## src/design/ex_cfg.svh

```systemverilog
`ifndef EX_CFG_SVH
`define EX_CFG_SVH

// data path width
`define EX_XLEN 32

// issue buffer depth, also the upstream credits after reset
`define EX_IN_DEPTH 4

// ALU result queue in the merger, also the ALU credits held by issue
`define EX_ALU_Q_DEPTH 4

// order queue in the merger
`define EX_ORDER_DEPTH 8

// credits toward writeback after reset
`define EX_OUT_CREDITS 2

`endif

```

## src/design/ex_pkg.sv

```systemverilog
`include "ex_cfg.svh"

package ex_pkg;

    typedef logic [`EX_XLEN-1:0] word_t;      // one register word
    typedef logic [2*`EX_XLEN-1:0] dword_t;   // hi/lo pair
    typedef logic [4:0] reg_addr_t;

    typedef enum logic [4:0] {
        op_nop,
        // logic and shift
        op_or, op_and, op_xor, op_nor,
        op_sll, op_srl, op_sra,
        // conditional move
        op_movn, op_movz,
        // arithmetic
        op_add, op_addu, op_sub, op_subu,
        op_slt, op_sltu, op_mul, op_clz, op_clo,
        // hi/lo access and multiply
        op_mthi, op_mtlo, op_mfhi, op_mflo,
        op_mult, op_multu,
        op_madd, op_maddu, op_msub, op_msubu,
        op_div, op_divu
    } alu_op_e;

    typedef enum logic {
        sel_alu,
        sel_muldiv
    } unit_sel_e;

    typedef struct packed {
        alu_op_e   op;
        word_t     rs_val;
        word_t     rt_val;
        reg_addr_t waddr;
        logic      we;
    } ex_op_t;

    typedef struct packed {
        reg_addr_t waddr;
        logic      we;
        word_t     data;
        logic      ovf;     // signed add/sub overflow
    } ex_res_t;

    // which unit executes an operation
    function automatic unit_sel_e is_muldiv_op(alu_op_e op);
        case (op)
            op_mthi, op_mtlo, op_mfhi, op_mflo,
            op_mult, op_multu,
            op_madd, op_maddu, op_msub, op_msubu,
            op_div, op_divu: return sel_muldiv;
            default:         return sel_alu;
        endcase
    endfunction

endpackage

```

## src/design/ex_alu_unit.sv

```systemverilog
`timescale 1ns/100ps
`include "ex_cfg.svh"

module ex_alu_unit (
    input  logic            clk,
    input  logic            reset_i,
    input  logic            op_valid_i,
    input  ex_pkg::ex_op_t  op_i,
    output logic            res_valid_o,
    output ex_pkg::ex_res_t res_o
);
    import ex_pkg::*;

    localparam int MSB = `EX_XLEN - 1;
    localparam int NW  = $clog2(`EX_XLEN + 1);

    word_t         a;
    word_t         b;
    word_t         sum;
    word_t         diff;
    word_t         result;
    logic          ovf;
    logic          wr_ok;
    logic          zero_run;
    logic          one_run;
    logic [NW-1:0] clz_cnt;
    logic [NW-1:0] clo_cnt;

    assign a    = op_i.rs_val;
    assign b    = op_i.rt_val;
    assign sum  = a + b;
    assign diff = a - b;

    // leading zeros/ones from the msb down
    always_comb begin
        zero_run = 1'b1;
        one_run  = 1'b1;
        clz_cnt  = '0;
        clo_cnt  = '0;
        for (int i = MSB; i >= 0; i--) begin
            zero_run = zero_run & ~a[i];
            one_run  = one_run & a[i];
            clz_cnt  = clz_cnt + NW'(zero_run);
            clo_cnt  = clo_cnt + NW'(one_run);
        end
    end

    always_comb begin
        result = '0;
        ovf    = 1'b0;
        wr_ok  = 1'b1;
        case (op_i.op)
            op_or:   result = a | b;
            op_and:  result = a & b;
            op_xor:  result = a ^ b;
            op_nor:  result = ~(a | b);
            op_sll:  result = a << b[4:0];      // shift amount from rt
            op_srl:  result = a >> b[4:0];
            op_sra:  result = $signed(a) >>> b[4:0];
            op_movn: begin
                result = a;
                wr_ok  = (b != '0);
            end
            op_movz: begin
                result = a;
                wr_ok  = (b == '0);
            end
            op_add: begin
                result = sum;
                ovf    = (~a[MSB] & ~b[MSB] & sum[MSB]) | (a[MSB] & b[MSB] & ~sum[MSB]);
            end
            op_addu: result = sum;
            op_sub: begin
                result = diff;
                ovf    = (~a[MSB] & b[MSB] & diff[MSB]) | (a[MSB] & ~b[MSB] & ~diff[MSB]);
            end
            op_subu: result = diff;
            op_slt:  result = word_t'($signed(a) < $signed(b));
            op_sltu: result = word_t'(a < b);
            op_mul:  result = $signed(a) * $signed(b);     // low word only
            op_clz:  result = word_t'(clz_cnt);
            op_clo:  result = word_t'(clo_cnt);
            default: wr_ok = 1'b0;                          // nop writes nothing
        endcase
    end

    always_ff @(posedge clk) begin
        if (reset_i) begin
            res_valid_o <= 1'b0;
        end else begin
            res_valid_o <= op_valid_i;
        end
    end

    always_ff @(posedge clk) begin
        if (op_valid_i) begin
            res_o.waddr <= op_i.waddr;
            res_o.we    <= op_i.we & wr_ok & ~ovf;    // overflow drops the write
            res_o.data  <= result;
            res_o.ovf   <= ovf;
        end
    end

endmodule

```

## config.mk

```make
export PLATFORM = sky130hd
export DESIGN_NAME = ex_alu_unit
export DESIGN_NICKNAME = d
export VERILOG_FILES = /design/src/design/ex_pkg.sv /design/src/design/ex_alu_unit.sv
export VERILOG_INCLUDE_DIRS = /design/src /design/src/design
export SDC_FILE = /design/constraint.sdc
export NUM_CORES = 2
export LEC_CHECK = 0
export BUFFER_PORTS_ARGS = -buffer_cell sky130_fd_sc_hd__buf_2
export CORE_MARGIN = 2
export CORE_UTILIZATION = 30
export DETAILED_ROUTE_END_ITERATION = 12
export PLACE_DENSITY = 0.46
export SLEW_MARGIN = 20
export SYNTH_ARGS = -nofsm -noshare
export SYNTH_HDL_FRONTEND = slang
export SYNTH_SLANG_ARGS = --single-unit
```

## constraint.sdc

```tcl
create_clock -name clk -period 12.8 [get_ports clk]
set_input_delay 2.56 -clock clk [delete_from_list [all_inputs] [get_ports clk]]
set_output_delay 2.56 -clock clk [all_outputs]
set_load 0.005 [all_outputs]
```

# Yosys cells after proc, flatten, opt, wreduce, memory -nomap -nowiden
# Cells that the tools add are included.
# op_classes
add_sub_neg,64
mul,1
magnitude_cmp,2
n_eq_ne,18
n_shift,3
muxes,3
n_bitwise,114
n_reduce_logical,6
# ops
cell,count
case mux 32 bit (15 select lines),1
adder 6 x 1 -> 6 bit,52
bitwise AND 1 bit,72
< comparator 32 bit,2
== test 5 x 4 -> 1 bit (second input constant),8
NOT 1 bit,36
adder 32 bit,1
bitwise AND 32 bit,1
logical NOT 32 bit,1
multiplier 32 x 32 -> 32 bit,1
NOT 32 bit,1
OR 32 bit,1
nonzero test 32 bit,1
<< shifter 32 x 5 -> 32 bit,1
>> shifter 32 x 5 -> 32 bit,1
>>> shifter 32 x 5 -> 32 bit,1
subtractor 32 bit,1
XOR 32 bit,1
== test 5 x 3 -> 1 bit (second input constant),4
OR reduction 16 bit,1
== test 5 bit (second input constant),3
adder 5 x 1 -> 6 bit,2
adder 4 x 1 -> 5 bit,2
== test 5 x 2 -> 1 bit (second input constant),2
other kinds (8),14
# totals
reg_bits,40
inputBits,78
output_inout_bits,40
elab_cells,216

# Longest topological paths before layout
# depth
ltp_word,34
ltp_mapped,31
ltp_nobuf,28

# Worst setup path before layout
# No wires, ideal clock.
# synth_path
kind,input-to-reg
from,input op_i[67] (netlist name)
to,"register res_o[3] (netlist name), data pin"
setup_time_ps,269
t_arrival_ps,10657
required_ps,12531
path_slack_ps,1874
cell_stages,27
n_path_buf,1
path_cell_list,buf_4 > or4_4 > nor4_4 > nand4_2 > nor4_4 > nand3_4 > or4_4 > or4_4 > or4_4 > or4_4 > or3_1 > fa_1 > inv_1 > fa_1 > fa_1 > fa_1 > fa_1 > inv_1 > fa_1 > inv_1 > ha_1 > fa_1 > xor2_1 > a222oi_1 > o2111ai_1 > a21oi_1 > o21ai_0
# synth_between
elab_chain_len,33
elab_cells_between_ends,125
cone_classes,add/sub: 60; shift: 3; mux: 1; bitwise: 61
# synth_rtl
element,line,text
from (decl),ex_alu_unit.sv:8,"input ex_pkg::ex_op_t op_i,"
NOT 1 bit,ex_alu_unit.sv:41,zero_run = zero_run & ~a[i];
bitwise AND 1 bit,ex_alu_unit.sv:41,
adder 2 x 1 -> 3 bit / bitwise AND 1 bit (equally long branches),"ex_alu_unit.sv:43, ex_alu_unit.sv:41",
adder 3 x 1 -> 4 bit / bitwise AND 1 bit (equally long branches),"ex_alu_unit.sv:43, ex_alu_unit.sv:41",
adder 4 x 1 -> 5 bit / bitwise AND 1 bit (equally long branches),"ex_alu_unit.sv:43, ex_alu_unit.sv:41",
adder 5 x 1 -> 6 bit / bitwise AND 1 bit (equally long branches),"ex_alu_unit.sv:43, ex_alu_unit.sv:41",
adder 6 x 1 -> 6 bit / bitwise AND 1 bit (equally long branches) (25 in series),"ex_alu_unit.sv:43, ex_alu_unit.sv:41",
adder 6 x 1 -> 6 bit,ex_alu_unit.sv:43,clz_cnt = clz_cnt + NW'(zero_run);
case mux 32 bit (15 select lines) *,ex_alu_unit.sv:52,case (op_i.op)
via result[2],ex_alu_unit.sv:21,word_t result;
to (decl),ex_alu_unit.sv:10,output ex_pkg::ex_res_t res_o
# The timed path passes the listed nets; every way through them passes the cells marked *.
# A chain may end at the register's enable or synchronous reset.

# Worst setup path after layout
# layout_path
from,input op_i[66] (netlist name)
to,"register res_o[4] (netlist name), data pin"
# layout_between
elab_chain_len,32
elab_cells_between_ends,121
cone_classes,add/sub: 58; shift: 3; mux: 1; bitwise: 59
# layout_rtl
element,line
NOT 1 bit,ex_alu_unit.sv:41
bitwise AND 1 bit,ex_alu_unit.sv:41
adder 3 x 1 -> 4 bit / bitwise AND 1 bit (equally long branches),"ex_alu_unit.sv:43, ex_alu_unit.sv:41"
adder 4 x 1 -> 5 bit / bitwise AND 1 bit (equally long branches),"ex_alu_unit.sv:43, ex_alu_unit.sv:41"
adder 5 x 1 -> 6 bit / bitwise AND 1 bit (equally long branches),"ex_alu_unit.sv:43, ex_alu_unit.sv:41"
adder 6 x 1 -> 6 bit / bitwise AND 1 bit (equally long branches) (25 in series),"ex_alu_unit.sv:43, ex_alu_unit.sv:41"
adder 6 x 1 -> 6 bit,ex_alu_unit.sv:43
case mux 32 bit (15 select lines) *,ex_alu_unit.sv:52
via result[3],ex_alu_unit.sv:21
# Marks and branches as above.

==> flow_summary.toml <==
[sta]
slew_headroom_pct = 19.27
max_slew.worst_pin.slew_ns = 1.210
rsz0062_at_grt = "no"
slew_viol_final = 0
max_freq_ghz = 0.08909
finalSetupViolations = 0
finalCriticalPeriod_ns = 11.23
hold_viol_final = 0
fin_tns_setup_ns = 0
finalCritPeriodShare_pct = 87.70

[grt]
grt_max_degree = 49
grt_pass1_vias = 26349
grt_pass1_wl_mm = 193.3
gr-total-overflow = 0
track_usage_pct = 28.40
antenna_found_initial = 17

[worst_setup_path]
worstSetupStartpointType = "input port"
arrival_ns = 11.26
slowest_stage = "or4_4"
worst_ep_required_time_ns = 12.83
criticalPathCategory = "input port to flip-flop"
crit_path_max_fanout = 11
crit_path_frequent_cell = "fa_1"
cpPeakStageDelay_ns = 0.60
end_kind = "flip-flop"

[synth]
synth_fa_ha_area_share_pct = 44.92
ys_async_sr_fraction_pct = 0
synth_area_leaders = "fa_1 (33%), ha_1 (12%), inv_1 (8.8%), nand2_1 (6.7%), nor2_1 (4.7%)"
synthFlopType = "edfxtp_1"
synth_seq_area_share_pct = 4.299
synth_compound_area_share_pct = 14.52
synth_cell_types = 80
avgSynthCellArea_um2 = 7.861
yosysMostFrequentCell = "inv_1"
synth-xor-area-share_pct = 2.940
netlist_instances = 3525
yosysWarningCount = 0
syn-num-nets = 4323
synth_top_family_by_area = "adder cells"
ys_seq_elements = 40
synth_edf_count = 39
synthTopCellsByCount = "inv_1 (651), nand2_1 (492), fa_1 (458)"
muxShareOfSynthArea_pct = 4.949
yosys.area_share.simple_pct = 16.16
netlist_area_mm2 = 0.02771
synth.top_cell.area_share_pct = 33.09
synth.largest_area_cell = "fa_1"

[die]
core-area_mm2 = 0.09166
dieWidth_um = 307.9
rows = 111
die-area_mm2 = 0.09481
dieHeight_um = 307.9
start_util_pct = 30.23
io-pin-count = 118

[detailed_routing]
routed_wl_mm = 134.9
drt-met1-wl_mm = 56.23
first_pass_iters = 7
drc = 0
drtIter0Drc = 2647
via_per_inst = 5.607
vias = 26274
wl_met3_mm = 13.16
ant_nets = 0
wl_per_cell_um = 28.79
top_layer = "met5"
wl_met2_mm = 58.38

[clock_tree]
h-tree-depth = 2
clockBufferDepth = 2
root_buffer = "clkbuf_16"
cts_setup_buffers = 0
cts_tree = "done"
cts.sinks = 40
ctsResizeCount = 0
clk_pin_slew_ns = 0.07
cts-buffers-inserted = 5
cts-hold-fix-buffers = 0

[final_layout]
seq_area_mm2 = 0.001191
n_fill_cell = 9923
multi_input_area_mm2 = 0.02316
drive_above_1_share_pct = 7.243
area_growth_pct = 6.995
fin_nets = 4290

[placement]
hpwl_mm = 105.1
gp_congestion = 1.013
portBuffers = 117

[job]
maxCapViolCount = 0

[min_path]
hold_path.class = "input port to flip-flop"

[outcome]
status = "finished, final reports clean"
==> layout by cell type (no fill, tap or decap), types with 13 or more instances in the layout <==
cell	Yosys	final
o21ai_0	149	149
o221ai_1	14	14
a31oi_1	14	14
nor4_1	20	20
o21bai_1	16	16
a21oi_1	150	150
a221o_1	18	18
a22oi_1	15	15
mux2i_1	89	89
edfxtp_1	39	39
nand3_1	38	38
o211ai_1	23	23
nand4_1	13	13
a21o_1	28	28
a221oi_1	29	29
mux4_2	14	14
a211oi_1	27	27
nor3_1	37	34
nand2_1	492	492
ha_1	262	262
fa_1	458	458
inv_1	651	650
o22ai_1	23	23
xor2_1	21	21
xnor2_1	72	72
buf_2	8	115
buf_4	4	72
a2111oi_0	14	14
nand2b_1	29	29
nor2_1	348	346
==> state kept, by name (all words and copies together), names as in the netlist <==
signal       flops
res_o           39
res_valid_o      1
==> worst paths after layout <==
kind                     start                      to  slack, ns  depth (start not counted)
worst min-delay path   reset_i  res_valid_o$_SDFF_PP0_       2.39                          2
worst max-delay path  op_i[66]      res_o[4]$_DFFE_PP_       1.57                         28
==> layout make-up <==
class,instances,area share [%]
Sequential cell,40,4.018
Multi-Input combinational cell,2592,78.12
Clock buffer,6,0.4685
Inverter,666,8.432
Timing Repair Buffer,187,3.765
Tap cell,1186,5.005
Antenna cell,7,0.05908
Clock inverter,2,0.1308
==> kinds of logic after synthesis <==
group,Yosys count
AO/OA/AOI/OAI,614
adder cells (fa/ha/maj),720
flip-flops,40
AND/OR/NAND/NOR,1050
XOR/XNOR,93
multiplexers,115
buffers and inverters,893
==> through the flow <==
stage	utilization, %	cells	instance area (µm²)	setup WS (ns)	hold WS [ns]
after floorplan	-	3525	27710	1.874	2.632
after global placement	32.12	4671	29440	1.364	2.716
after detailed placement	32.12	4671	29440	1.345	2.720
after CTS	32.32	4679	29620	1.659	2.387
after global routing	32.33	4680	29630	1.149	2.399
final	32.34	4686	29650	1.575	2.389
==> routing by layer <==
layer	global-route usage [%]	up-vias
li1	-	11275
met1	38.22	13316
met2	43.41	1384
met3	6.720	291
met4	12.18	8
met5	0.1550	-
==> critical path: cells and delay by family <==
| kind | cells | cell delay [ns] |
|---|---|---|
| simple gates | 10 | 3.63 |
| fa+ha+maj | 7 | 3.27 |
| compound gates | 6 | 1.36 |
| buf+inv | 4 | 0.35 |
| xor+xnor | 1 | 0.09 |
Power is not shown: default switching activity piles up to over one toggle a cycle in this logic, so the estimate is an artifact.
