## src/design/ex_cfg.svh

```systemverilog
`ifndef EX_CFG_SVH
`define EX_CFG_SVH

// data path width
`define EX_XLEN 32

// issue buffer depth, also the upstream credits after reset
`define EX_IN_DEPTH 4

// ALU result queue in the merger, also the ALU credits held by issue
`define EX_ALU_Q_DEPTH 4

// order queue in the merger
`define EX_ORDER_DEPTH 8

// credits toward writeback after reset
`define EX_OUT_CREDITS 2

`endif

```

## src/design/ex_pkg.sv

```systemverilog
`include "ex_cfg.svh"

package ex_pkg;

    typedef logic [`EX_XLEN-1:0] word_t;      // one register word
    typedef logic [2*`EX_XLEN-1:0] dword_t;   // hi/lo pair
    typedef logic [4:0] reg_addr_t;

    typedef enum logic [4:0] {
        op_nop,
        // logic and shift
        op_or, op_and, op_xor, op_nor,
        op_sll, op_srl, op_sra,
        // conditional move
        op_movn, op_movz,
        // arithmetic
        op_add, op_addu, op_sub, op_subu,
        op_slt, op_sltu, op_mul, op_clz, op_clo,
        // hi/lo access and multiply
        op_mthi, op_mtlo, op_mfhi, op_mflo,
        op_mult, op_multu,
        op_madd, op_maddu, op_msub, op_msubu,
        op_div, op_divu
    } alu_op_e;

    typedef enum logic {
        sel_alu,
        sel_muldiv
    } unit_sel_e;

    typedef struct packed {
        alu_op_e   op;
        word_t     rs_val;
        word_t     rt_val;
        reg_addr_t waddr;
        logic      we;
    } ex_op_t;

    typedef struct packed {
        reg_addr_t waddr;
        logic      we;
        word_t     data;
        logic      ovf;     // signed add/sub overflow
    } ex_res_t;

    // which unit executes an operation
    function automatic unit_sel_e is_muldiv_op(alu_op_e op);
        case (op)
            op_mthi, op_mtlo, op_mfhi, op_mflo,
            op_mult, op_multu,
            op_madd, op_maddu, op_msub, op_msubu,
            op_div, op_divu: return sel_muldiv;
            default:         return sel_alu;
        endcase
    endfunction

endpackage

```

## src/design/ex_issue.sv

```systemverilog
`timescale 1ns/100ps
`include "ex_cfg.svh"

module ex_issue (
    input  logic              clk,
    input  logic              reset_i,
    input  logic              op_valid_i,
    input  ex_pkg::ex_op_t    op_i,
    input  logic              alu_credit_i,
    input  logic              md_credit_i,
    output logic              op_credit_o,
    output logic              alu_valid_o,
    output ex_pkg::ex_op_t    alu_op_o,
    output logic              md_valid_o,
    output ex_pkg::ex_op_t    md_op_o,
    output logic              ord_push_o,
    output ex_pkg::unit_sel_e ord_sel_o
);
    import ex_pkg::*;

    localparam int PW = $clog2(`EX_IN_DEPTH);       // depth is a power of two
    localparam int CW = $clog2(`EX_IN_DEPTH + 1);
    localparam int AW = $clog2(`EX_ALU_Q_DEPTH + 1);

    ex_op_t        op_buf_q [`EX_IN_DEPTH];
    logic [PW-1:0] wr_ptr_q;
    logic [PW-1:0] rd_ptr_q;
    logic [CW-1:0] cnt_q;
    logic [AW-1:0] alu_cred_q;
    logic          md_cred_q;                       // the md unit takes one op at a time
    ex_op_t        head;
    unit_sel_e     head_sel;
    logic          head_ok;
    logic          dispatch;
    logic          disp_alu;
    logic          disp_md;

    assign head     = op_buf_q[rd_ptr_q];
    assign head_sel = is_muldiv_op(head.op);
    assign head_ok  = (head_sel == sel_alu) ? (alu_cred_q != '0) : md_cred_q;
    assign dispatch = (cnt_q != '0) && head_ok;
    assign disp_alu = dispatch && (head_sel == sel_alu);
    assign disp_md  = dispatch && (head_sel == sel_muldiv);

    assign op_credit_o = dispatch;                  // slot freed, credit back upstream
    assign alu_valid_o = disp_alu;
    assign alu_op_o    = head;
    assign md_valid_o  = disp_md;
    assign md_op_o     = head;
    assign ord_push_o  = dispatch;
    assign ord_sel_o   = head_sel;

    always_ff @(posedge clk) begin
        if (op_valid_i) begin
            op_buf_q[wr_ptr_q] <= op_i;
        end
    end

    always_ff @(posedge clk) begin
        if (reset_i) begin
            wr_ptr_q   <= '0;
            rd_ptr_q   <= '0;
            cnt_q      <= '0;
            alu_cred_q <= AW'(`EX_ALU_Q_DEPTH);
            md_cred_q  <= 1'b1;
        end else begin
            wr_ptr_q   <= wr_ptr_q + PW'(op_valid_i);
            rd_ptr_q   <= rd_ptr_q + PW'(dispatch);
            cnt_q      <= cnt_q + CW'(op_valid_i) - CW'(dispatch);
            alu_cred_q <= alu_cred_q + AW'(alu_credit_i) - AW'(disp_alu);
            if (md_credit_i) begin
                md_cred_q <= 1'b1;
            end else if (disp_md) begin
                md_cred_q <= 1'b0;
            end
        end
    end

endmodule

```

## config.mk

```make
export PLATFORM = sky130hd
export DESIGN_NAME = ex_issue
export DESIGN_NICKNAME = d
export VERILOG_FILES = /design/src/design/ex_pkg.sv /design/src/design/ex_issue.sv
export VERILOG_INCLUDE_DIRS = /design/src /design/src/design
export SDC_FILE = /design/constraint.sdc
export NUM_CORES = 1
export LEC_CHECK = 0
export ABC_AREA = 1
export BUFFER_PORTS_ARGS = -buffer_cell sky130_fd_sc_hd__buf_2
export CAP_MARGIN = 20
export CELL_PAD_IN_SITES_DETAIL_PLACEMENT = 0
export CELL_PAD_IN_SITES_GLOBAL_PLACEMENT = 1
export CORE_MARGIN = 5
export CORE_UTILIZATION = 44
export DETAILED_ROUTE_END_ITERATION = 12
export GPL_ROUTABILITY_DRIVEN = 0
export GPL_TIMING_DRIVEN = 0
export PLACE_DENSITY_LB_ADDON = 0.1
export SYNTH_ARGS = -nofsm -noshare
export SYNTH_HDL_FRONTEND = slang
export SYNTH_SLANG_ARGS = --single-unit
```

## constraint.sdc

```tcl
create_clock -name clk -period 15.38 [get_ports clk]
set_clock_uncertainty 0.05 [all_clocks]
set_input_delay 2.307 -clock clk [delete_from_list [all_inputs] [get_ports clk]]
set_output_delay 2.307 -clock clk [all_outputs]
set_load 0.005 [all_outputs]
```

# Word-level counts from Yosys, hierarchy flattened
# Memory sizes are Yosys's and may differ from the RTL's. A register that Yosys moved wholly into a read port is not among the register bits.
# Cells that the tools add are included.
op_classes:
  add_sub_neg: 6
  n_mux: 4
  bitwise: 1
  n_reduce_logical: 6
op_table:
  columns: ["operator", "n"]
  rows:
  - ["$add 3x1->3", 2]
  - ["$reduce_bool 3->1", 2]
  - ["$sub 3x1->3", 2]
  - ["$add 2x1->2", 2]
  - ["$logic_and 1x1->1", 3]
  - ["$mux 1", 3]
  - ["$mux 2", 1]
  - ["$reduce_or 2->1", 1]
  - ["$not 1->1", 1]
word_totals:
  register_bits: 11
  ram_bits: 300
  rom_bits: 32
  input_bits: 80
  output_inout_bits: 155
  mem_count: 2
memory_table:
  columns: ["name", "words", "width", "read_ports", "rd_clocked_by_memory_dff", "write_ports", "line_no", "text"]
  rows:
  - ["op_buf_q", 4, 75, 1, 1, 1, "ex_issue.sv:25", "ex_op_t op_buf_q [`EX_IN_DEPTH];"]
  - ["(name not given)", 32, 1, 1, 0, 0, "ex_pkg.sv:48", "case (op)"]

# Logic depth before layout (Yosys ltp)
# Gate-level depths: netlist of run 1.
depth:
  depth_word: 5
  ltp_mapped: 19

# Worst setup path before layout of run 1
# OpenSTA, ideal clock, no wires.
synth_path:
  path_type: "input port to flip-flop"
  from: "input op_valid_i"
  to: "memory op_buf_q[0][0] in the netlist's numbering, enable pin"
  setup_ns: 0.601
  arrival_time_ns: 7.444
  path_slack_ns: 7.285
  path_stages: 2
  cell_sequence: "inv_1 > nor3_1"
synth_between:
  elab_chain_len: 2
synth_lines:
  columns: ["element", "line_no", "text"]
  rows:
  - ["start: declaration", "ex_issue.sv:7", "input logic op_valid_i,"]
  - ["$mux 1", "ex_issue.sv:54", "if (op_valid_i) begin"]
  - ["$mux 1 (implied by the code)", "ex_issue.sv:55", "op_buf_q[wr_ptr_q] <= op_i;"]
  - ["end: declaration", "ex_issue.sv:25", null]
# Every way passes these cells.

==> results of run 1 <==
-- critical path, cell delays in order, from the launching register on --
cell and delay [ps]:
dfxtp_1 320, buf_6 160, inv_6 80, buf_6 150
buf_2 270, buf_2 310, nor2_1 70, o22ai_1 330
buf_4 170, buf_2 100
-- registers in the layout (all words and copies together), names as in the netlist --
signal / flops
wr_ptr_q: 2
op_buf_q: 300
cnt_q: 3
md_cred_q: 1
rd_ptr_q: 2
alu_cred_q: 3
-- placed cells by master (no fill, tap or decap), drive strengths merged --
master | synthesis | routed
xor2 | 3 | 3
nor3 | 6 | 6
dfxtp | 11 | 11
fa | 2 | 2
edfxtp | 300 | 300
diode | 0 | 1
o22ai | 71 | 71
clkbuf | 34 | 82
nor2 | 157 | 157
xnor2 | 2 | 2
clkinvlp | 0 | 1
ha | 6 | 6
nand2 | 28 | 28
clkinv | 1 | 13
nand4 | 2 | 2
inv | 26 | 27
buf | 92 | 360
or3b | 1 | 1
nand3 | 10 | 10
o21ai | 143 | 143
-- layout make-up --
| type | count | share of cell area [%] |
|---|---|---|
| antenna | 1 | 0.0163 |
| buffer | 126 | 5.29 |
| clock buffer | 48 | 6.01 |
| clock inverter | 14 | 0.407 |
| inverter | 27 | 0.700 |
| multi-input combinational | 431 | 14.3 |
| sequential | 311 | 60.0 |
| tap | 378 | 3.07 |
| timing repair buffer | 268 | 10.2 |
-- cells by family after synthesis --
kind of cell,after synthesis
AO/OA/AOI/OAI,214
XOR/XNOR,5
adder cells (fa/ha/maj),8
buffers and inverters,153
flip-flops,311
AND/OR/NAND/NOR,204
-- routing by layer --
layer | GRT usage, % | wire, um | up-vias
met5 | 0 | 14 | -
met4 | 4.61 | 534 | 4
met3 | 3.58 | 1730 | 43
met2 | 29.4 | 13700 | 225
met1 | 23.5 | 12300 | 3782
li1 | - | - | 3803
-- worst max path at each step --
| stage | from | slack (ps) | cells past startpoint | end |
|---|---|---|---|---|
| floorplan | op_valid_i | 7280 | 2 | op_buf_q[0][0]$_DFFE_PP_ |
| global placement | op_valid_i | 2620 | 3 | op_buf_q[0][49]$_DFFE_PP_ |
| detailed placement | rd_ptr_q[0]$_SDFF_PP0_ | 11040 | 9 | md_op_o[27] |
| CTS | rd_ptr_q[0]$_SDFF_PP0_ | 10500 | 9 | md_op_o[27] |
| global route | rd_ptr_q[0]$_SDFF_PP0_ | 10420 | 9 | md_op_o[23] |
| finish | rd_ptr_q[0]$_SDFF_PP0_ | 10560 | 9 | md_op_o[23] |
-- power groups by stage --
| stage | Combinational (mW) | Sequential, mW | Clock (mW) |
|---|---|---|---|
| 2_1_floorplan | 0.627 | 1.01 | 0 |
| 3_3_place_gp | 1.07 | 1.02 | 0 |
| 3_5_place_dp | 1.09 | 1.01 | 0 |
| 4_1_cts | 1.09 | 0.993 | 0.735 |
| 5_1_grt | 1.19 | 0.996 | 0.773 |
| 6_report | 1.07 | 0.993 | 0.714 |
-- through the flow --
stage / power, mW / hold WS (ps) / std cells / area [sq um] / worst slack [ps]
3_3_place_gp: 2.09 / 388 / 1507 / 14000 / 2620
4_1_cts: 2.82 / 410 / 1602 / 15400 / 10500
6_report: 2.77 / 406 / 1604 / 15400 / 10560
2_1_floorplan: 1.64 / 373 / 895 / 12300 / 7280
3_5_place_dp: 2.10 / 397 / 1540 / 14400 / 11040
5_1_grt: 2.96 / 435 / 1604 / 15400 / 10420
==> out/results.ini, run 1 <==
[floorplanning]
num_rows = 61
die_h_um = 177
die_x_um = 177
start_util_pct = 44.5
io_pins = 235
dieArea_sq_um = 31500
core_area_sq_um = 27700

[timing]
tns_ps = 0
fin_crit_sh_pct = 31.3
tightest_slew_ps = 871
slew_headroom_pct = 41.6
fmax_ghz = 0.208
drv_slew = 0
hold_viol_final = 0
setup_viol_count_final = 0
finalCriticalPeriod_ps = 4820
rsz0062_at_grt = false

[logic_synthesis]
synth_edf_count = 300
yosysSeqAreaShare_pct = 74.9
syn_inst = 895
synth_cell_types = 31
avgSynthCellArea_sq_um = 13.8
yosysTopAreaCell = edfxtp_1
synth_xor_area_share_pct = 0.355
synth-main-ff-cell = edfxtp_1
synth_nets = 983
yosys-top-cells-area = edfxtp_1 (73%), o21ai_0 (5.7%), nor2_1 (4.8%)
synth_top_family_by_area = compound AO/OA/AOI/OAI gates
yosysMostFrequentCell = edfxtp_1
synthTopCellsByCount = edfxtp_1 (300), nor2_1 (156), o21ai_0 (141), buf_4 (77), o22ai_1 (70)
synth-compound-area-share_pct = 9.49
synth_top_area_share_pct = 73.1
ys_ff_latch = 311
syn_area_sq_um = 12300
yosysWarnings = 0
synth_adder_area_share_pct = 0.934
yosys.area_share.simple_pct = 6.88
synth_mux_area_share_pct = 0
async_flop_share_pct = 0

[final_layout]
multi_input_area_sq_um = 2200
drive_gt1_share_pct = 34.7
fin_nets = 1288
final-seq-area_sq_um = 9230
post-route-util_pct = 55.5
fillCellCount = 2324
syn2layout_area_growth_pct = 24.8

[hold_path]
hold_path_depth = 2
holdPathEnd = md_cred_q$_SDFFE_PP1P_
min_path_type = reg2reg
hp-start = md_cred_q$_SDFFE_PP1P_

[pwr]
leakage_nw = 5.83
swShare_pct = 31.9
intPower_mw = 1.89
powerDensity_nw_per_um2 = 180
seq_power_share_pct = 35.8
ir_drop_v = 0.000129
switchingPower_mw = 0.884
p_comb_share_pct = 38.5
clockPowerShare_pct = 25.8

[critical_path]
cp_max_fo = 10
cp.required_ps = 13020
r2r_cells = 13
r2r_start = rd_ptr_q[1]$_SDFF_PP0_
end_kind = output port
cp.arrival_ps = 2460
crit_type = reg2out
reg2reg_slack_ps = 12270
critPathLaunchType = register
rr_endpoint = alu_cred_q[2]$_SDFF_PP1_

[grt]
first_global_vias = 7602
grt_antenna_before_repair = 3
grt_pass1_wl_um = 42300
grt_start_max_net_pins = 14
gr-total-overflow = 0
grt_usage_pct = 17.5

[cts]
root_buffer = clkbuf_16
numCtsBuffers = 35
clk_path_buf_depth = 3
ctsHoldBuffers = 0
clock-sinks = 311
post-cts-setup-buffers = 0
clk_pin_slew_ps = 60
clock_latency_ps = 490
cts-htree-levels = 2
cts_tree = done
cts_resized = 0

[route]
initialDrtViolationCount = 586
num_vias = 7857
dr.pass1.iters = 7
viasPerCell = 4.90
ant_nets = 0
wirelength_um = 28200
drc_errors = 0
wl_per_cell_um = 17.6

[run]
max_cap_viol_count = 0

[placed_design]
dp_hpwl_um = 18600
port_buffers = 234

[run_status]
status = finished, final reports clean

No activity file was read; power rests on OpenSTA's default activity.
==> inputs of run 2 (changes only) <==
Settings changed: ABC_AREA 1 to 0.
Clock period 15.38 ns to 4.9 ns, I/O delays scaled along.
==> out/results.ini, run 2 <==
[final_layout]
largest_register_ff_count = 300  ; unchanged
final-seq-area_sq_um = 9230  ; unchanged
final_common_cell = edfxtp_1
final_cells = 1170  ; -27%
syn2layout_area_growth_pct = 23.6
fin_nets = 897  ; -30%
post-route-util_pct = 55.0  ; -0.47 points
drive_gt1_share_pct = 53.9  ; +19 points
mostFrequentLayoutCells = edfxtp_1 (300), buf_2 (241), buf_4 (76)
fillCellCount = 2110  ; -9.2%
regMostFlops = op_buf_q
antenna_cells = 0  ; -1
biggestRegsByFlops = op_buf_q: 300 flops, alu_cred_q: 3 flops, cnt_q: 3 flops
multi_input_area_sq_um = 2040  ; -6.9%
fin_area_sq_um = 14800  ; -4.1%

[timing]
setup_viol_count_final = 0  ; unchanged
slew_headroom_pct = 43.7  ; +2.0 points
rsz0062_at_grt = false
hold_viol_final = 0  ; unchanged
drv_slew = 0  ; unchanged
fmax_ghz = 0.254
fin_crit_sh_pct = 80.3
finalCriticalPeriod_ps = 3930
tightest_slew_ps = 844  ; -26.8 ps

[placed_design]
dp_hpwl_um = 15600  ; -16%
dp_cells = 1114  ; -28%
port_buffers = 234  ; unchanged
place_area_sq_um = 13800  ; -4.1%

[route]
drc_errors = 0  ; unchanged
dr.pass1.iters = 6  ; -1
viasPerCell = 5.01  ; +2.2%
wl_per_cell_um = 19.7  ; +12%
ant_nets = 0  ; unchanged
num_vias = 5860  ; -25%
initialDrtViolationCount = 324  ; -45%
wirelength_um = 23100  ; -18%

[floorplanning]
num_rows = 60  ; -1.6%
core_area_sq_um = 26800  ; -3.3%
die_x_um = 175  ; -1.5%
die_h_um = 175  ; -1.5%
io_pins = 235  ; unchanged
dieArea_sq_um = 30500  ; -3.0%
start_util_pct = 44.5  ; about the same

[pwr]
finalPower_mw = 7.90  ; +180%
switchingPower_mw = 2.08  ; +140%
leakage_nw = 5.35  ; -8.3%
powerDensity_nw_per_um2 = 535  ; +200%
ir_drop_v = 0.000268  ; +110%
p_comb_share_pct = 32.4  ; -6.1 points
seq_power_share_pct = 39.6  ; +3.8 points
swShare_pct = 26.3  ; -5.6 points
intPower_mw = 5.82  ; +210%
clockPowerShare_pct = 28.0  ; +2.2 points

[cts]
cts_resized = 0  ; unchanged
clock-sinks = 311  ; unchanged
post-cts-setup-buffers = 0  ; unchanged
numCtsBuffers = 34  ; -2.9%
clk_pin_slew_ps = 60  ; about the same
cts_tree = done
ctsHoldBuffers = 0  ; unchanged
root_buffer = clkbuf_16
clk_path_buf_depth = 3  ; unchanged
cts-htree-levels = 2  ; unchanged
clock_latency_ps = 490  ; about the same

[run]
max_cap_viol_count = 0  ; unchanged

[grt]
first_global_vias = 6359  ; -16%
gr-total-overflow = 0  ; unchanged
grt_usage_pct = 15.3  ; -2.2 points
grt_antenna_before_repair = 3  ; unchanged
grt_pass1_wl_um = 36300  ; -14%
grt_start_max_net_pins = 41  ; +27

[logic_synthesis]
synth-main-ff-cell = edfxtp_1
synth_top_area_share_pct = 75.5  ; +2.4 points
syn_area_sq_um = 11900  ; -3.2%
ys_ff_latch = 311  ; unchanged
avgSynthCellArea_sq_um = 22.6  ; +64%
yosysTopAreaCell = edfxtp_1
synth_cell_types = 27  ; -13%
yosysWarnings = 0  ; unchanged
yosysSeqAreaShare_pct = 77.3  ; +2.5 points
yosysMostFrequentCell = edfxtp_1
async_flop_share_pct = 0  ; unchanged
syn_inst = 528  ; -41%
synth_edf_count = 300  ; unchanged
synth_nets = 616  ; -37%
synthTopCellsByCount = edfxtp_1 (300), buf_4 (76), mux4_2 (74), dfxtp_1 (11), clkbuf_1 (9)
yosys-top-cells-area = edfxtp_1 (75%), mux4_2 (14%), buf_4 (4.8%)

[critical_path]
end_kind = output port
cp.required_ps = 4120  ; -8900 ps
cp_max_fo = 10  ; unchanged
cp.buffers_inverters = 4  ; -3
crit_path_top_delay_cell = clkbuf_1
critPathLaunchType = register
path_delay_family = buffers and inverters
crit_chain = clkbuf_1 -> mux4_2 -> a211o_1 -> and3_1 -> buf_6 -> mux2i_1 -> buf_4 -> buf_2
crit_type = reg2out
cpPeakStageDelay_ps = 570  ; +240 ps
cp.arrival_ps = 3150  ; +690 ps

[hold_path]
min_path_type = in2reg

[run_status]
status = finished, final reports clean

==> run 2: changes by cell type after synthesis, moves of 9 or more <==
| cell | delta |
|---|---|
| clkbuf_1 | -24 |
| o21ai_0 | -141 |
| nand2_2 | -9 |
| o22ai_1 | -70 |
| mux4_2 | +74 |
| nor2_1 | -149 |
| nand2_1 | -17 |
| inv_1 | -15 |
==> run 2: per-stage QoR <==
step / setup TNS, ps / hold slack (ps) / setup WS, ps
2_1_floorplan: 0 / 419 / 418
3_3_place_gp: -342290 / 442 / -2550
3_5_place_dp: 0 / 454 / 1070
4_1_cts: 0 / 363 / 898
5_1_grt: 0 / 366 / 755
6_report: 0 / 385 / 966
==> run 2: final timing paths <==
| path | startpoint | endpoint | slack [ps] | depth (start not counted) |
|---|---|---|---|---|
| worst min register to register | alu_cred_q[2]$_SDFF_PP1_ | alu_cred_q[2]$_SDFF_PP1_ | 470 | 2 |
| worst min-delay path | reset_i | rd_ptr_q[0]$_SDFF_PP0_ | 380 | 2 |
| worst max register to register | rd_ptr_q[1]$_SDFF_PP0_ | cnt_q[2]$_SDFF_PP0_ | 1120 | 13 |
| worst max-delay path | rd_ptr_q[1]$_SDFF_PP0_ | ord_push_o | 970 | 8 |
==> run 2: logic make-up after synthesis <==
logic type,share of synthesized area [%]
DFF,77.3
buffers and inverters,5.77
muxes,14.3
and+or+nand+nor,1.04
adders and majority gates,0.965
xor gates and xnor gates,0.440
AOI/OAI and AO/OA,0.189
==> run 2: metal layers <==
metal  part of all wire, %  global-route usage, %  up-vias  wire length, um
li1                      -                      -     2629                -
met1                    40                   19.1     3016             9180
met2                    52                   27.0      167            12000
met3                   6.1                   3.85       42             1400
met4                   1.9                   3.90        6              439
met5                  0.15                      0        -               34
==> run 2: layout make-up <==
type / count / share of cell area (%)
clock inverter: 11 / 0.365
multi-input combinational: 116 / 13.9
inverter: 7 / 0.178
buffer: 94 / 4.49
clock buffer: 45 / 6.19
tap: 341 / 2.89
timing repair buffer: 245 / 9.47
sequential: 311 / 62.6
==> run 2: power by group through the flow <==
stage	Combinational (mW)	Clock, mW	Sequential (mW)
after global placement	2.58	0	3.19
after CTS	2.65	2.30	3.13
final	2.56	2.21	3.12
after floorplan	1.60	0	3.17
after global routing	2.83	2.41	3.14
after detailed placement	2.64	0	3.18
