$ cat config.mk
export PLATFORM = sky130hd
export DESIGN_NAME = ex_result_merge
export DESIGN_NICKNAME = d
export VERILOG_FILES = /design/src/design/ex_pkg.sv /design/src/design/ex_result_merge.sv
export VERILOG_INCLUDE_DIRS = /design/src /design/src/design
export SDC_FILE = /design/constraint.sdc
export NUM_CORES = 1
export LEC_CHECK = 0
export ABC_AREA = 1
export ABC_CLOCK_PERIOD_IN_PS = 9900
export BUFFER_PORTS_ARGS = -buffer_cell sky130_fd_sc_hd__buf_2
export CAP_MARGIN = 20
export CORE_MARGIN = 5
export CORE_UTILIZATION = 55
export CTS_BUF_LIST = sky130_fd_sc_hd__clkbuf_8
export DETAILED_ROUTE_END_ITERATION = 10
export GPL_ROUTABILITY_DRIVEN = 0
export PLACE_DENSITY = 0.74
export SKIP_CTS_REPAIR_TIMING = 1
export SLEW_MARGIN = 5
export SYNTH_ARGS = -nofsm -noshare
export SYNTH_HDL_FRONTEND = slang
export SYNTH_SLANG_ARGS = --single-unit
$ cat constraint.sdc
create_clock -name clk -period 9.9 [get_ports clk]
set_input_delay 2.475 -clock clk [delete_from_list [all_inputs] [get_ports clk]]
set_output_delay 2.475 -clock clk [all_outputs]
set_load 0.05 [all_outputs]
$ cat src/design/ex_cfg.svh
`ifndef EX_CFG_SVH
`define EX_CFG_SVH

// data path width
`define EX_XLEN 32

// issue buffer depth, also the upstream credits after reset
`define EX_IN_DEPTH 4

// ALU result queue in the merger, also the ALU credits held by issue
`define EX_ALU_Q_DEPTH 4

// order queue in the merger
`define EX_ORDER_DEPTH 8

// credits toward writeback after reset
`define EX_OUT_CREDITS 2

`endif

$ cat src/design/ex_pkg.sv
`include "ex_cfg.svh"

package ex_pkg;

    typedef logic [`EX_XLEN-1:0] word_t;      // one register word
    typedef logic [2*`EX_XLEN-1:0] dword_t;   // hi/lo pair
    typedef logic [4:0] reg_addr_t;

    typedef enum logic [4:0] {
        op_nop,
        // logic and shift
        op_or, op_and, op_xor, op_nor,
        op_sll, op_srl, op_sra,
        // conditional move
        op_movn, op_movz,
        // arithmetic
        op_add, op_addu, op_sub, op_subu,
        op_slt, op_sltu, op_mul, op_clz, op_clo,
        // hi/lo access and multiply
        op_mthi, op_mtlo, op_mfhi, op_mflo,
        op_mult, op_multu,
        op_madd, op_maddu, op_msub, op_msubu,
        op_div, op_divu
    } alu_op_e;

    typedef enum logic {
        sel_alu,
        sel_muldiv
    } unit_sel_e;

    typedef struct packed {
        alu_op_e   op;
        word_t     rs_val;
        word_t     rt_val;
        reg_addr_t waddr;
        logic      we;
    } ex_op_t;

    typedef struct packed {
        reg_addr_t waddr;
        logic      we;
        word_t     data;
        logic      ovf;     // signed add/sub overflow
    } ex_res_t;

    // which unit executes an operation
    function automatic unit_sel_e is_muldiv_op(alu_op_e op);
        case (op)
            op_mthi, op_mtlo, op_mfhi, op_mflo,
            op_mult, op_multu,
            op_madd, op_maddu, op_msub, op_msubu,
            op_div, op_divu: return sel_muldiv;
            default:         return sel_alu;
        endcase
    endfunction

endpackage

$ cat src/design/ex_result_merge.sv
`timescale 1ns/100ps
`include "ex_cfg.svh"

module ex_result_merge (
    input  logic              clk,
    input  logic              reset_i,
    input  logic              ord_push_i,
    input  ex_pkg::unit_sel_e ord_sel_i,
    input  logic              alu_res_valid_i,
    input  ex_pkg::ex_res_t   alu_res_i,
    input  logic              md_res_valid_i,
    input  ex_pkg::ex_res_t   md_res_i,
    input  logic              res_credit_i,
    output logic              alu_credit_o,
    output logic              md_credit_o,
    output logic              res_valid_o,
    output ex_pkg::ex_res_t   res_o
);
    import ex_pkg::*;

    // queue depths are powers of two, pointers wrap on their own
    localparam int OPW = $clog2(`EX_ORDER_DEPTH);
    localparam int OCW = $clog2(`EX_ORDER_DEPTH + 1);
    localparam int APW = $clog2(`EX_ALU_Q_DEPTH);
    localparam int ACW = $clog2(`EX_ALU_Q_DEPTH + 1);
    localparam int RCW = $clog2(`EX_OUT_CREDITS + 1);

    unit_sel_e      ord_q [`EX_ORDER_DEPTH];
    logic [OPW-1:0] ord_wr_q;
    logic [OPW-1:0] ord_rd_q;
    logic [OCW-1:0] ord_cnt_q;
    ex_res_t        alu_q [`EX_ALU_Q_DEPTH];
    logic [APW-1:0] alu_wr_q;
    logic [APW-1:0] alu_rd_q;
    logic [ACW-1:0] alu_cnt_q;
    ex_res_t        md_slot_q;
    logic           md_full_q;
    logic [RCW-1:0] out_cred_q;
    unit_sel_e      head_sel;
    logic           head_ready;
    logic           emit;

    assign head_sel   = ord_q[ord_rd_q];
    assign head_ready = (ord_cnt_q != '0) &&
                        ((head_sel == sel_alu) ? (alu_cnt_q != '0) : md_full_q);
    assign emit       = head_ready && (out_cred_q != '0);

    assign res_valid_o  = emit;
    assign res_o        = (head_sel == sel_alu) ? alu_q[alu_rd_q] : md_slot_q;
    assign alu_credit_o = emit && (head_sel == sel_alu);
    assign md_credit_o  = emit && (head_sel == sel_muldiv);

    always_ff @(posedge clk) begin
        if (ord_push_i) begin
            ord_q[ord_wr_q] <= ord_sel_i;
        end
        if (alu_res_valid_i) begin
            alu_q[alu_wr_q] <= alu_res_i;
        end
        if (md_res_valid_i) begin
            md_slot_q <= md_res_i;
        end
    end

    always_ff @(posedge clk) begin
        if (reset_i) begin
            ord_wr_q   <= '0;
            ord_rd_q   <= '0;
            ord_cnt_q  <= '0;
            alu_wr_q   <= '0;
            alu_rd_q   <= '0;
            alu_cnt_q  <= '0;
            md_full_q  <= 1'b0;
            out_cred_q <= RCW'(`EX_OUT_CREDITS);
        end else begin
            ord_wr_q   <= ord_wr_q + OPW'(ord_push_i);
            ord_rd_q   <= ord_rd_q + OPW'(emit);
            ord_cnt_q  <= ord_cnt_q + OCW'(ord_push_i) - OCW'(emit);
            alu_wr_q   <= alu_wr_q + APW'(alu_res_valid_i);
            alu_rd_q   <= alu_rd_q + APW'(alu_credit_o);
            alu_cnt_q  <= alu_cnt_q + ACW'(alu_res_valid_i) - ACW'(alu_credit_o);
            out_cred_q <= out_cred_q + RCW'(res_credit_i) - RCW'(emit);
            if (md_res_valid_i) begin
                md_full_q <= 1'b1;
            end else if (md_credit_o) begin
                md_full_q <= 1'b0;
            end
        end
    end

endmodule

# Word level (Yosys, flattened, before mapping)
# Memories as Yosys holds them, arrays and structs flattened. A register that Yosys moved wholly into a read port is not among the register bits.
# Cells that the tools add are included.
op_classes:
  n_lt_le_gt_ge: 0
  n_reduce_logical: 8
  n_eq_ne: 0
  div: 0
  shift: 0
  bitwise: 1
  multipliers: 0
  n_mux: 10
  n_addsub: 10
op_table:
  columns: ["operator", "count"]
  rows:
  - ["$mux W39", 1]
  - ["$add A3 B1 Y3", 3]
  - ["$mux W1", 7]
  - ["$add A2 B1 Y2", 3]
  - ["$add A4 B1 Y4", 1]
  - ["$logic_and A1 B1 Y1", 4]
  - ["$reduce_bool A2 Y1", 2]
  - ["$reduce_bool A4 Y1", 1]
  - ["$sub A4 B1 Y4", 1]
  - ["$mux W3", 1]
  - ["$reduce_bool A3 Y1", 1]
  - ["$sub A3 B1 Y3", 1]
  - ["$mux W2", 1]
  - ["$sub A2 B1 Y2", 1]
  - ["$not A1 Y1", 1]
totals:
  elab_cells: 43
  output_inout_bits: 42
  rom_bits: 0
  ramBits: 164
  latch_bits: 0
  mem_count: 2
  ff_bits: 59
mem_list:
  columns: ["name", "depth", "word_bits", "rd", "rd_ports_with_merged_regs", "write_ports", "line_no", "rtl"]
  rows:
  - ["alu_q", 4, 39, 1, 1, 1, "ex_result_merge.sv:32", "ex_res_t alu_q [`EX_ALU_Q_DEPTH];"]
  - ["ord_q", 8, 1, 1, 1, 1, "ex_result_merge.sv:28", "unit_sel_e ord_q [`EX_ORDER_DEPTH];"]

# Logic depth before layout (Yosys ltp)
# Gate-level depths: netlist of run 1.
depth:
  ltp_word: 7
  depth_mapped: 16
  ltp_nobuf: 16

# Least setup slack after synthesis of run 1
# Ideal clock, no wire load.
synth_timing:
  path_kind: "input-to-reg"
  from: "in alu_res_valid_i"
  to: "mem alu_q[0][0] (netlist bit), enable pin"
  t_arrival_ps: 5201
  slack_ps: 4215
  setup_time_ps: 484
  path_buffers: 0
  stages: 2
  path_cell_list: "inv_1 -> nor3_1"
synth_between:
  elab_chain_len: 2
synth_lines:
  columns: ["item", "line_no", "rtl"]
  rows:
  - ["from (decl)", "ex_result_merge.sv:9", "input logic alu_res_valid_i,"]
  - ["$mux W1", "ex_result_merge.sv:57", "if (alu_res_valid_i) begin"]
  - ["$mux W1 (not written as such)", "ex_result_merge.sv:58", "alu_q[alu_wr_q] <= alu_res_i;"]
  - ["to (decl)", "ex_result_merge.sv:32", null]
# No other way between the ends.

==> impl_metrics.yaml, run 1 <==
status:
  status: "finished clean"
power_and_ir_drop:
  ir_worst_vdd_mv: 0.2615
  static_power_due_to_leakage_nw: 3.990
  power.density_cell_area_mw_per_mm2: 291.6
yosys:
  ys.warnings.count: 0
  post_synth_fa_ha_maj_area_fraction_pct: 1.871
  ys_seq_area_share_pct: 73.60
  synth_compound_area_share_pct: 7.726
  synth_top_area_cell: "edfxtp_1"
  synth_xor_xnor_area_share_pct: 0.5954
  synth_mux_area_share_pct: 0
  synth_top_area_share_pct: 69.07
  post_synthesis_simple_gate_area_fraction_pct: 12.57
  mapped_avg_cell_area_um2: 12.29
  post_synth_num_cell_types: 29
  syn-cell-area_mm2: 0.008826
  syn_inst: 718
  synth_top_cells_by_area: "edfxtp_1, nor2_1, dfxtp_1"
  register_bit_count_reported_by_yosys: 223
  dominant_combinational_cell_family_by_area_after_synthesis: "simple AND/OR/NAND/NOR gates"
  postSynthNetCount: 815
timing:
  slew_limit_fails: 0
  finalSetupTns_ps: 0
  final-setup-viol-count: 0
  fin_worst_skew_ps: 12.86
  timing.final.crit_share_pct: 58.48
  timing.final.hold_violations: 0
  final.setup.worst_slack_ps: 4110
  worst_pin_slew_ps: 981.5
  grt_setup_unrepaired: "no"
  max_clock_freq_mhz: 172.7
  fin_crit_ps: 5790
  maxSlewHeadroom_pct: 34.57
floorplanning:
  initial_core_util_pct: 55.76
  die-width_um: 136.7
  top_level_ports: 127
  fp.coreArea_mm2: 0.01583
  dieHeight_um: 136.7
  placement_rows: 46
  dieArea_mm2: 0.01868
critical_path:
  worstSetupStartpointType: "flip-flop"
  worstSetupPathType: "flip-flop to output port"
  cp-end-kind: "output port"
  arrival_ps: 3310
  timing.critical_path.cells: "clkinv_1 -> buf_4 -> nor2_1 -> o21ai_0 -> a31oi_1 -> buf_2"
  cp_slowest_cell: "dfxtp_2"
  timing.critical_path.required_ps: 7430
  peak_per_stage_delay_on_the_critical_path_ps: 900
  path_max_fanout: 41
place:
  dp_hpwl_um: 11640
  place_ws_ps: 4618
  placement.io_buffers: 126
routing:
  drtPass1Iterations: 5
  detail-route-antenna-nets: 0
  routedWlPerCell_um: 16.71
  route.vias.total: 5731
  viasPerCell: 5.210
  number_of_remaining_drc_errors: 0
  detail_route.iter0.violations: 352
  route.final.wire_length_um: 18380
clock_tree:
  htree_num_levels: 2
  clk_transition_reported_paths_ps: 60
  cts_tree: "yes"
  cts_buffer_depth: 3
  cts_root_buffer_type: "clkbuf_8"
  tritoncts.num_buffers: 38
  cts.sinks: 223
  worst_skew_pair.late_latency_ps: 520
final_layout:
  mostFrequentLayoutCell: "nor2_1"
  final_layout_size_suffix_gt1_share_pct: 23.10
  num-fill-cells: 1156
  final_net_count: 956
  most-common-layout-cells: "nor2_1, edfxtp_1, buf_2"
  area_growth_syn_to_layout_pct: 18.00
global_routing:
  antenna_found_initial: 2
  grt_start_max_net_pins: 83
  first_global_vias: 5777
  grt_pass1_wl_um: 28680
  overall_fraction_of_global_route_tracks_in_use_pct: 19.91
  total_gr_overflow: 0
worst_hold_path:
  timing.hold.worst.class: "flip-flop to flip-flop"
flow_run:
  drv_cap: 0
per-layer routing:
layer	GRT usage (%)	routed length, µm	vias to the layer above
met5	0	11	-
met4	7.839	462	2
met3	4.412	1337	42
met2	33.57	8935	194
met1	25.19	7635	2703
li1	-	-	2790
where the power goes:
group / leakage (nW) / total (mW) / switching [mW] / internal [mW]
combinational: 1.53 / 1.11 / 0.842 / 0.268
clock: 0.405 / 0.793 / 0.343 / 0.450
sequential: 2.05 / 1.13 / 0.0349 / 1.10
flip-flops by register name, summed over array words and instances, names as in the netlist:
register / cells
alu_cnt_q: 3
ord_cnt_q: 4
alu_wr_q: 2
md_full_q: 1
out_cred_q: 2
ord_wr_q: 3
alu_q: 156
ord_rd_q: 3
md_slot_q: 39
ord_q: 8
alu_rd_q: 2
layout make-up:
class	count	area, µm²	share of cell area (%)
clock buffer	40	550.5	5.286
multi-input combinational	417	2029	19.49
inverter	42	157.7	1.514
tap	216	270.3	2.595
timing repair buffer	137	725.7	6.968
antenna	1	2.502	0.02403
sequential	223	6499	62.40
clock inverter	24	180.2	1.730
cells in the mapped netlist:
master / number
nor2_1: 227
inv_1: 38
edfxtp_1: 203
or2_1: 1
nand2_4: 2
nand4_1: 1
nor3_1: 5
dfxtp_1: 20
xor2_1: 3
ha_1: 10
buf_1: 2
nand2_1: 26
inv_2: 4
nand3b_1: 1
clkbuf_1: 22
a31oi_1: 40
nand3_2: 2
o21ai_1: 7
a211oi_1: 1
buf_6: 2
fa_1: 2
buf_2: 10
xnor2_1: 3
nand3_4: 2
nand3_1: 5
a21oi_2: 1
a21oi_1: 2
o21ai_0: 74
nor2_2: 2
kinds of logic after synthesis:
family                   count (synthesis)
flip-flops                             223
adder cells (fa/ha/maj)                 12
AND/OR/NAND/NOR                        274
buffers and inverters                   78
AO/OA/AOI/OAI                          125
XOR/XNOR                                 6
per-stage QoR:
| step | cells | util, % | area, µm² | power [mW] | hold WS, ps |
|---|---|---|---|---|---|
| 4_1_cts | 1099 | 65.79 | 10410 | 3.066 | 537.2 |
| 2_1_floorplan | 718 | - | 8826 | 2.009 | 472.0 |
| 3_5_place_dp | 1035 | 61.17 | 9682 | 2.265 | 521.2 |
| 6_report | 1100 | 65.80 | 10420 | 3.037 | 538.0 |
| 5_1_grt | 1100 | 65.80 | 10420 | 3.195 | 562.2 |
| 3_3_place_gp | 1034 | 61.04 | 9662 | 2.221 | 481.7 |
final timing paths:
check | start | endpoint | slack (ps) | depth (start not counted)
max | alu_rd_q[1] | res_o[8] | 4110 | 6
min | out_cred_q[1] | out_cred_q[1] | 540 | 3
max reg2reg | ord_rd_q[0] | ord_cnt_q[3] | 7000 | 15
min reg2reg | out_cred_q[1] | out_cred_q[1] | 540 | 3
critical path: cells and delay by family (launching register included):
family / cells / cell delay [ps]
AO/OA/AOI/OAI: 2 / 310
flip-flops: 1 / 900
buffers and inverters: 3 / 1450
AND/OR/NAND/NOR: 1 / 120
Note: power is estimated with default switching activity, not from simulation.
==> run 2: changes to the inputs <==
Settings changed: ABC_AREA 1 to 0, ABC_CLOCK_PERIOD_IN_PS 9900 to 5700.
Clock period 9.9 ns to 5.7 ns, I/O delays scaled along.
==> run 2 against run 1 <==
Effect of this change: sequential share of layout area grew 1.5 points; die area down 2.0%; global-route usage is 1.1 points lower; combinational power increased by 21%; clock power increased by 53%; synthesized cell count decreased by 30%; utilization is 0.63 points higher; flip-flop and latch count unchanged.
==> impl_metrics.yaml, run 2 <==
routing:
  detail-route-antenna-nets: 0
  detail_route.iter0.violations: 242
  number_of_remaining_drc_errors: 0
  route.final.wire_length_um: 16640
  routedWlPerCell_um: 18.80
  route.vias.total: 4666
  drtPass1Iterations: 4
  viasPerCell: 5.272
clock_tree:
  worst_skew_pair.late_latency_ps: 510
  cts_root_buffer_type: "clkbuf_8"
  cts_buffer_depth: 3
  cts.sinks: 223
  cts_tree: "yes"
  tritoncts.num_buffers: 37
  clk_transition_reported_paths_ps: 60
  htree_num_levels: 2
critical_path:
  worst_r2r_path_depth: 10
  reg2reg_setup_slack_ps: 2090
  path_max_fanout: 27
  timing.critical_path.required_ps: 4280
  worstSetupPathType: "flip-flop to output port"
  critical_path.reg2reg.startpoint: "ord_rd_q[0]"
  worstSetupStartpointType: "flip-flop"
  worstReg2RegEnd: "alu_cnt_q[2]"
  arrival_ps: 3160
  cp-end-kind: "output port"
timing:
  hold-worst-slack_ps: 502.0
  timing.final.hold_violations: 0
  fin_worst_skew_ps: 20.58
  grt_setup_unrepaired: "no"
  fin_crit_ps: 4582
  max_clock_freq_mhz: 218.3
  slew_limit_fails: 0
  final-setup-viol-count: 0
  maxSlewHeadroom_pct: 28.67
  timing.final.crit_share_pct: 80.38
  finalSetupTns_ps: 0
  worst_pin_slew_ps: 1070
yosys:
  post_synth_top_flop: "edfxtp_1"
  register_bit_count_reported_by_yosys: 223
  postSynthNetCount: 597
  ys.warnings.count: 0
  ys_top_cells_by_count: "edfxtp_1, nand2_1, mux4_2"
  synth_top_cells_by_area: "edfxtp_1, mux4_2, nand2_1"
  syn-cell-area_mm2: 0.008637
  ys_seq_area_share_pct: 75.21
  synth_edf_count: 203
  syn_inst: 500
  async_reset_ff_share_pct: 0
  post_synth_num_cell_types: 31
  synth_most_common_cell: "edfxtp_1"
  mapped_avg_cell_area_um2: 17.27
  synth_top_area_share_pct: 70.58
  synth_top_area_cell: "edfxtp_1"
final_layout:
  finalCoreUtilization_pct: 66.43
  layout_top_registers: "alu_q (156), md_slot_q (39), ord_q (8)"
  num-fill-cells: 1107
  final_layout_size_suffix_gt1_share_pct: 33.28
  most-common-layout-cells: "edfxtp_1, buf_2, nand2_1"
  final_net_count: 747
  layoutNonFillerInstCount: 885
  max_flop_register: "alu_q"
  mostFrequentLayoutCell: "edfxtp_1"
  largest_reg_flops: 156
  area_growth_syn_to_layout_pct: 17.79
flow_run:
  drv_cap: 0
power_and_ir_drop:
  fin_total_pwr_mw: 4.574
  power.density_cell_area_mw_per_mm2: 449.6
  static_power_due_to_leakage_nw: 3.836
  ir_worst_vdd_mv: 0.2673
floorplanning:
  top_level_ports: 127
  dieArea_mm2: 0.01831
  placement_rows: 45
  initial_core_util_pct: 56.40
  dieHeight_um: 135.3
  die-width_um: 135.3
  fp.coreArea_mm2: 0.01531
place:
  placed_cells: 821
  dp_hpwl_um: 10200
  placement.io_buffers: 126
global_routing:
  total_gr_overflow: 0
  antenna_found_initial: 4
  grt_start_max_net_pins: 46
  first_global_vias: 5067
  overall_fraction_of_global_route_tracks_in_use_pct: 18.79
  grt_pass1_wl_um: 26320
worst_hold_path:
  min_delay_path_depth: 2
  timing.hold.worst.start: "md_full_q"
  timing.hold.worst.class: "flip-flop to flip-flop"
  worst_hold_path.endpoint: "md_full_q"
status:
  status: "finished clean"
==> run 2: how the worst max path moves through the flow <==
stage                     cells past startpoint       startpoint  slack [ps]            to
after global placement                        6      ord_rd_q[0]        1660  alu_credit_o
final                                         6      ord_rd_q[0]        1120     res_o[36]
after detailed placement                      6      ord_rd_q[0]        1550  alu_credit_o
after CTS                                     6      ord_rd_q[0]         980  alu_credit_o
after global routing                          6      ord_rd_q[0]         910  alu_credit_o
after floorplan                               1  alu_res_valid_i         920   alu_q[0][0]
==> run 2: where the power goes <==
group | leakage [nW] | total (mW) | switching [mW] | internal [mW]
clock | 0.373 | 1.21 | 0.574 | 0.641
sequential | 2.05 | 2.02 | 0.114 | 1.91
combinational | 1.41 | 1.34 | 0.878 | 0.460
total | 3.84 | 4.57 | 1.57 | 3.01
==> run 2: kinds of logic (layout without fill, tap and decap cells) <==
group / count (synthesis) / in the layout / synth area share, %
flops: 223 / 223 / 75.21
mux: 48 / 48 / 11.69
fa+ha+maj: 12 / 12 / 1.912
xor+xnor: 10 / 10 / 1.014
other cells: 0 / 1 / 0
simple gates: 170 / 170 / 8.257
buf+inv: 29 / 202 / 1.362
compound gates: 8 / 8 / 0.5504
==> run 2: area by class of cell <==
type	instances	area, µm²	area share, %
timing repair buffer	131	680.7	6.690
antenna	1	2.502	0.02460
multi-input combinational	248	2051	20.16
tap	211	264.0	2.595
inverter	9	35.03	0.3444
clock inverter	22	88.84	0.8732
sequential	223	6501	63.90
clock buffer	40	550.5	5.411
==> run 2: per-stage QoR <==
stage,area (µm²),setup WS (ps)
after floorplan,8637,918.5
after global placement,9512,1661
after detailed placement,9512,1547
after CTS,10150,983.6
after global routing,10170,908.8
final,10170,1118
==> run 2: metal layers <==
metal	vias up	part of all wire, %	global-route usage [%]
met1	2294	39	23.79
li1	2179	-	-
met5	-	0.13	0
met3	28	7.9	5.423
met4	6	1.4	5.543
met2	159	52	31.83
==> run 2: critical path, stage by stage (launching register included) <==
cell and delay (ps):
dfxtp_1 420, mux4_1 640, mux2i_4 770, buf_4 370, nand2_1 90, nand2_1 80
buf_2 270
==> run 3: changes to the inputs <==
Settings changed: ABC_AREA 0 to 1, ABC_CLOCK_PERIOD_IN_PS 5700 to 3800, CORE_UTILIZATION 55 to 53, PLACE_DENSITY 0.74 to 0.75.
Clock period 5.7 ns to 3.8 ns, I/O delays scaled along.
==> run 3 against run 2 <==
Effect of this change: highest routed layer unchanged; setup slack worse by 830 ps; largest power group unchanged; critical endpoint is now res_o[34]; sequential share of layout area down 1.1 points; via count up 23%; final cell count up 25%; die area up 5.6%; sequential power up 46%.
==> impl_metrics.yaml, run 3 (synthesized netlist as in run 1, its figures left out) <==
final_layout:
  mostFrequentLayoutCell: "nor2_1"
  area_growth_syn_to_layout_pct: 17.18
  final_layout_size_suffix_gt1_share_pct: 23.10
  layout_top_registers: "alu_q (156), md_slot_q (39), ord_q (8)"
  max_flop_register: "alu_q"
  layoutNonFillerInstCount: 1104
  final_net_count: 957
  most-common-layout-cells: "nor2_1, edfxtp_1, buf_2"
  largest_reg_flops: 156
  finalCoreUtilization_pct: 62.81
clock_tree:
  tritoncts.num_buffers: 37
  cts.sinks: 223
  clk_transition_reported_paths_ps: 60
  cts_buffer_depth: 3
  htree_num_levels: 2
  worst_skew_pair.late_latency_ps: 530
  cts_tree: "yes"
  cts_root_buffer_type: "clkbuf_8"
routing:
  viasPerCell: 5.192
  routedWlPerCell_um: 16.44
  drtPass1Iterations: 5
  detail-route-antenna-nets: 0
  detail_route.iter0.violations: 364
  route.vias.total: 5732
  number_of_remaining_drc_errors: 0
  route.final.wire_length_um: 18150
floorplanning:
  dieHeight_um: 139.0
  placement_rows: 47
  dieArea_mm2: 0.01933
  die-width_um: 139.0
  top_level_ports: 127
  initial_core_util_pct: 53.60
  fp.coreArea_mm2: 0.01647
timing:
  max_clock_freq_mhz: 284.5
  fin_worst_skew_ps: 9.810
  fin_crit_ps: 3516
  worst_pin_slew_ps: 1056
  hold-worst-slack_ps: 513.3
  final.setup.worst_slack_ps: 284.5
  timing.final.crit_share_pct: 92.51
  timing.final.hold_violations: 0
  grt_setup_unrepaired: "no"
  maxSlewHeadroom_pct: 29.61
  final-setup-viol-count: 0
  slew_limit_fails: 0
critical_path:
  path_max_fanout: 55
  cp-end-kind: "output port"
  timing.critical_path.required_ps: 2850
  worstSetupStartpointType: "flip-flop"
  reg2reg_setup_slack_ps: 1000
  arrival_ps: 2570
  worstSetupPathType: "flip-flop to output port"
power_and_ir_drop:
  power.density_cell_area_mw_per_mm2: 741.7
  static_power_due_to_leakage_nw: 3.959
  fin_total_pwr_mw: 7.671
  ir_worst_vdd_mv: 0.5389
place:
  placement.io_buffers: 126
  dp_hpwl_um: 10990
  placed_cells: 1041
  place_ws_ps: 625.5
global_routing:
  total_gr_overflow: 0
  overall_fraction_of_global_route_tracks_in_use_pct: 18.83
  antenna_found_initial: 2
  first_global_vias: 5746
  grt_pass1_wl_um: 29010
  grt_start_max_net_pins: 80
flow_run:
  drv_cap: 0
worst_hold_path:
  timing.hold.worst.class: "flip-flop to flip-flop"
status:
  status: "finished clean"
[run 3: cell count changes in the layout (fill, tap and decap cells not counted), moves of 5 or more]
cell,before,now
nor2_1,21,227
nand2_1,120,26
o21ai_0,2,74
a31oi_1,0,40
mux4_2,39,0
inv_1,20,47
nor2b_1,10,0
buf_4,4,13
o21ai_1,0,7
nand2b_1,6,0
xnor2_1,9,3
nand3_1,0,5
[run 3: through the flow]
stage / setup TNS [ps] / cell area (µm²)
2_1_floorplan: -56160 / 8826
3_3_place_gp: 0 / 9689
3_5_place_dp: 0 / 9689
4_1_cts: 0 / 10330
5_1_grt: 0 / 10340
6_report: 0 / 10340
[run 3: final cells by class]
cell class	count	area [µm²]
Sequential cell	223	6499
Fill cell	1304	6123
Multi-Input combinational cell	417	2038
Timing Repair Buffer	139	728.2
Clock buffer	39	536.8
Tap cell	220	275.3
Inverter	42	157.7
Clock inverter	23	105.1
Antenna cell	1	2.502
[run 3: worst max-delay path, stage by stage (launching register included)]
cell and delay [ps]:
dfxtp_1 440, nand2_1 90, nand3_1 110, nand3_2 150, nand2_8 310, buf_4 400, nor2_1 80, a31oi_1 170
buf_2 290
[run 3: power by group]
group          internal [mW]  switching (mW)  leakage (nW)
Clock                  0.950           0.894         0.368
Combinational          0.694            2.20          1.54
Sequential              2.86          0.0730          2.05
Total                   4.51            3.16          3.96
[run 3: path summary, 6_finish.rpt]
path                                     from            end  depth (start not counted)
worst max register to register    ord_rd_q[0]   ord_cnt_q[2]                         16
worst max-delay path              ord_rd_q[0]      res_o[34]                          8
worst min-delay path            out_cred_q[1]  out_cred_q[1]                          3
worst min register to register  out_cred_q[1]  out_cred_q[1]                          3
[run 3: metal layers]
metal  up-vias  GRT usage [%]  part of all wire, %
met3        29          5.724                  6.6
met2       167          31.50                   49
li1       2791              -                    -
met5         -              0                0.072
met4         2          6.694                  2.0
met1      2743          23.39                   42
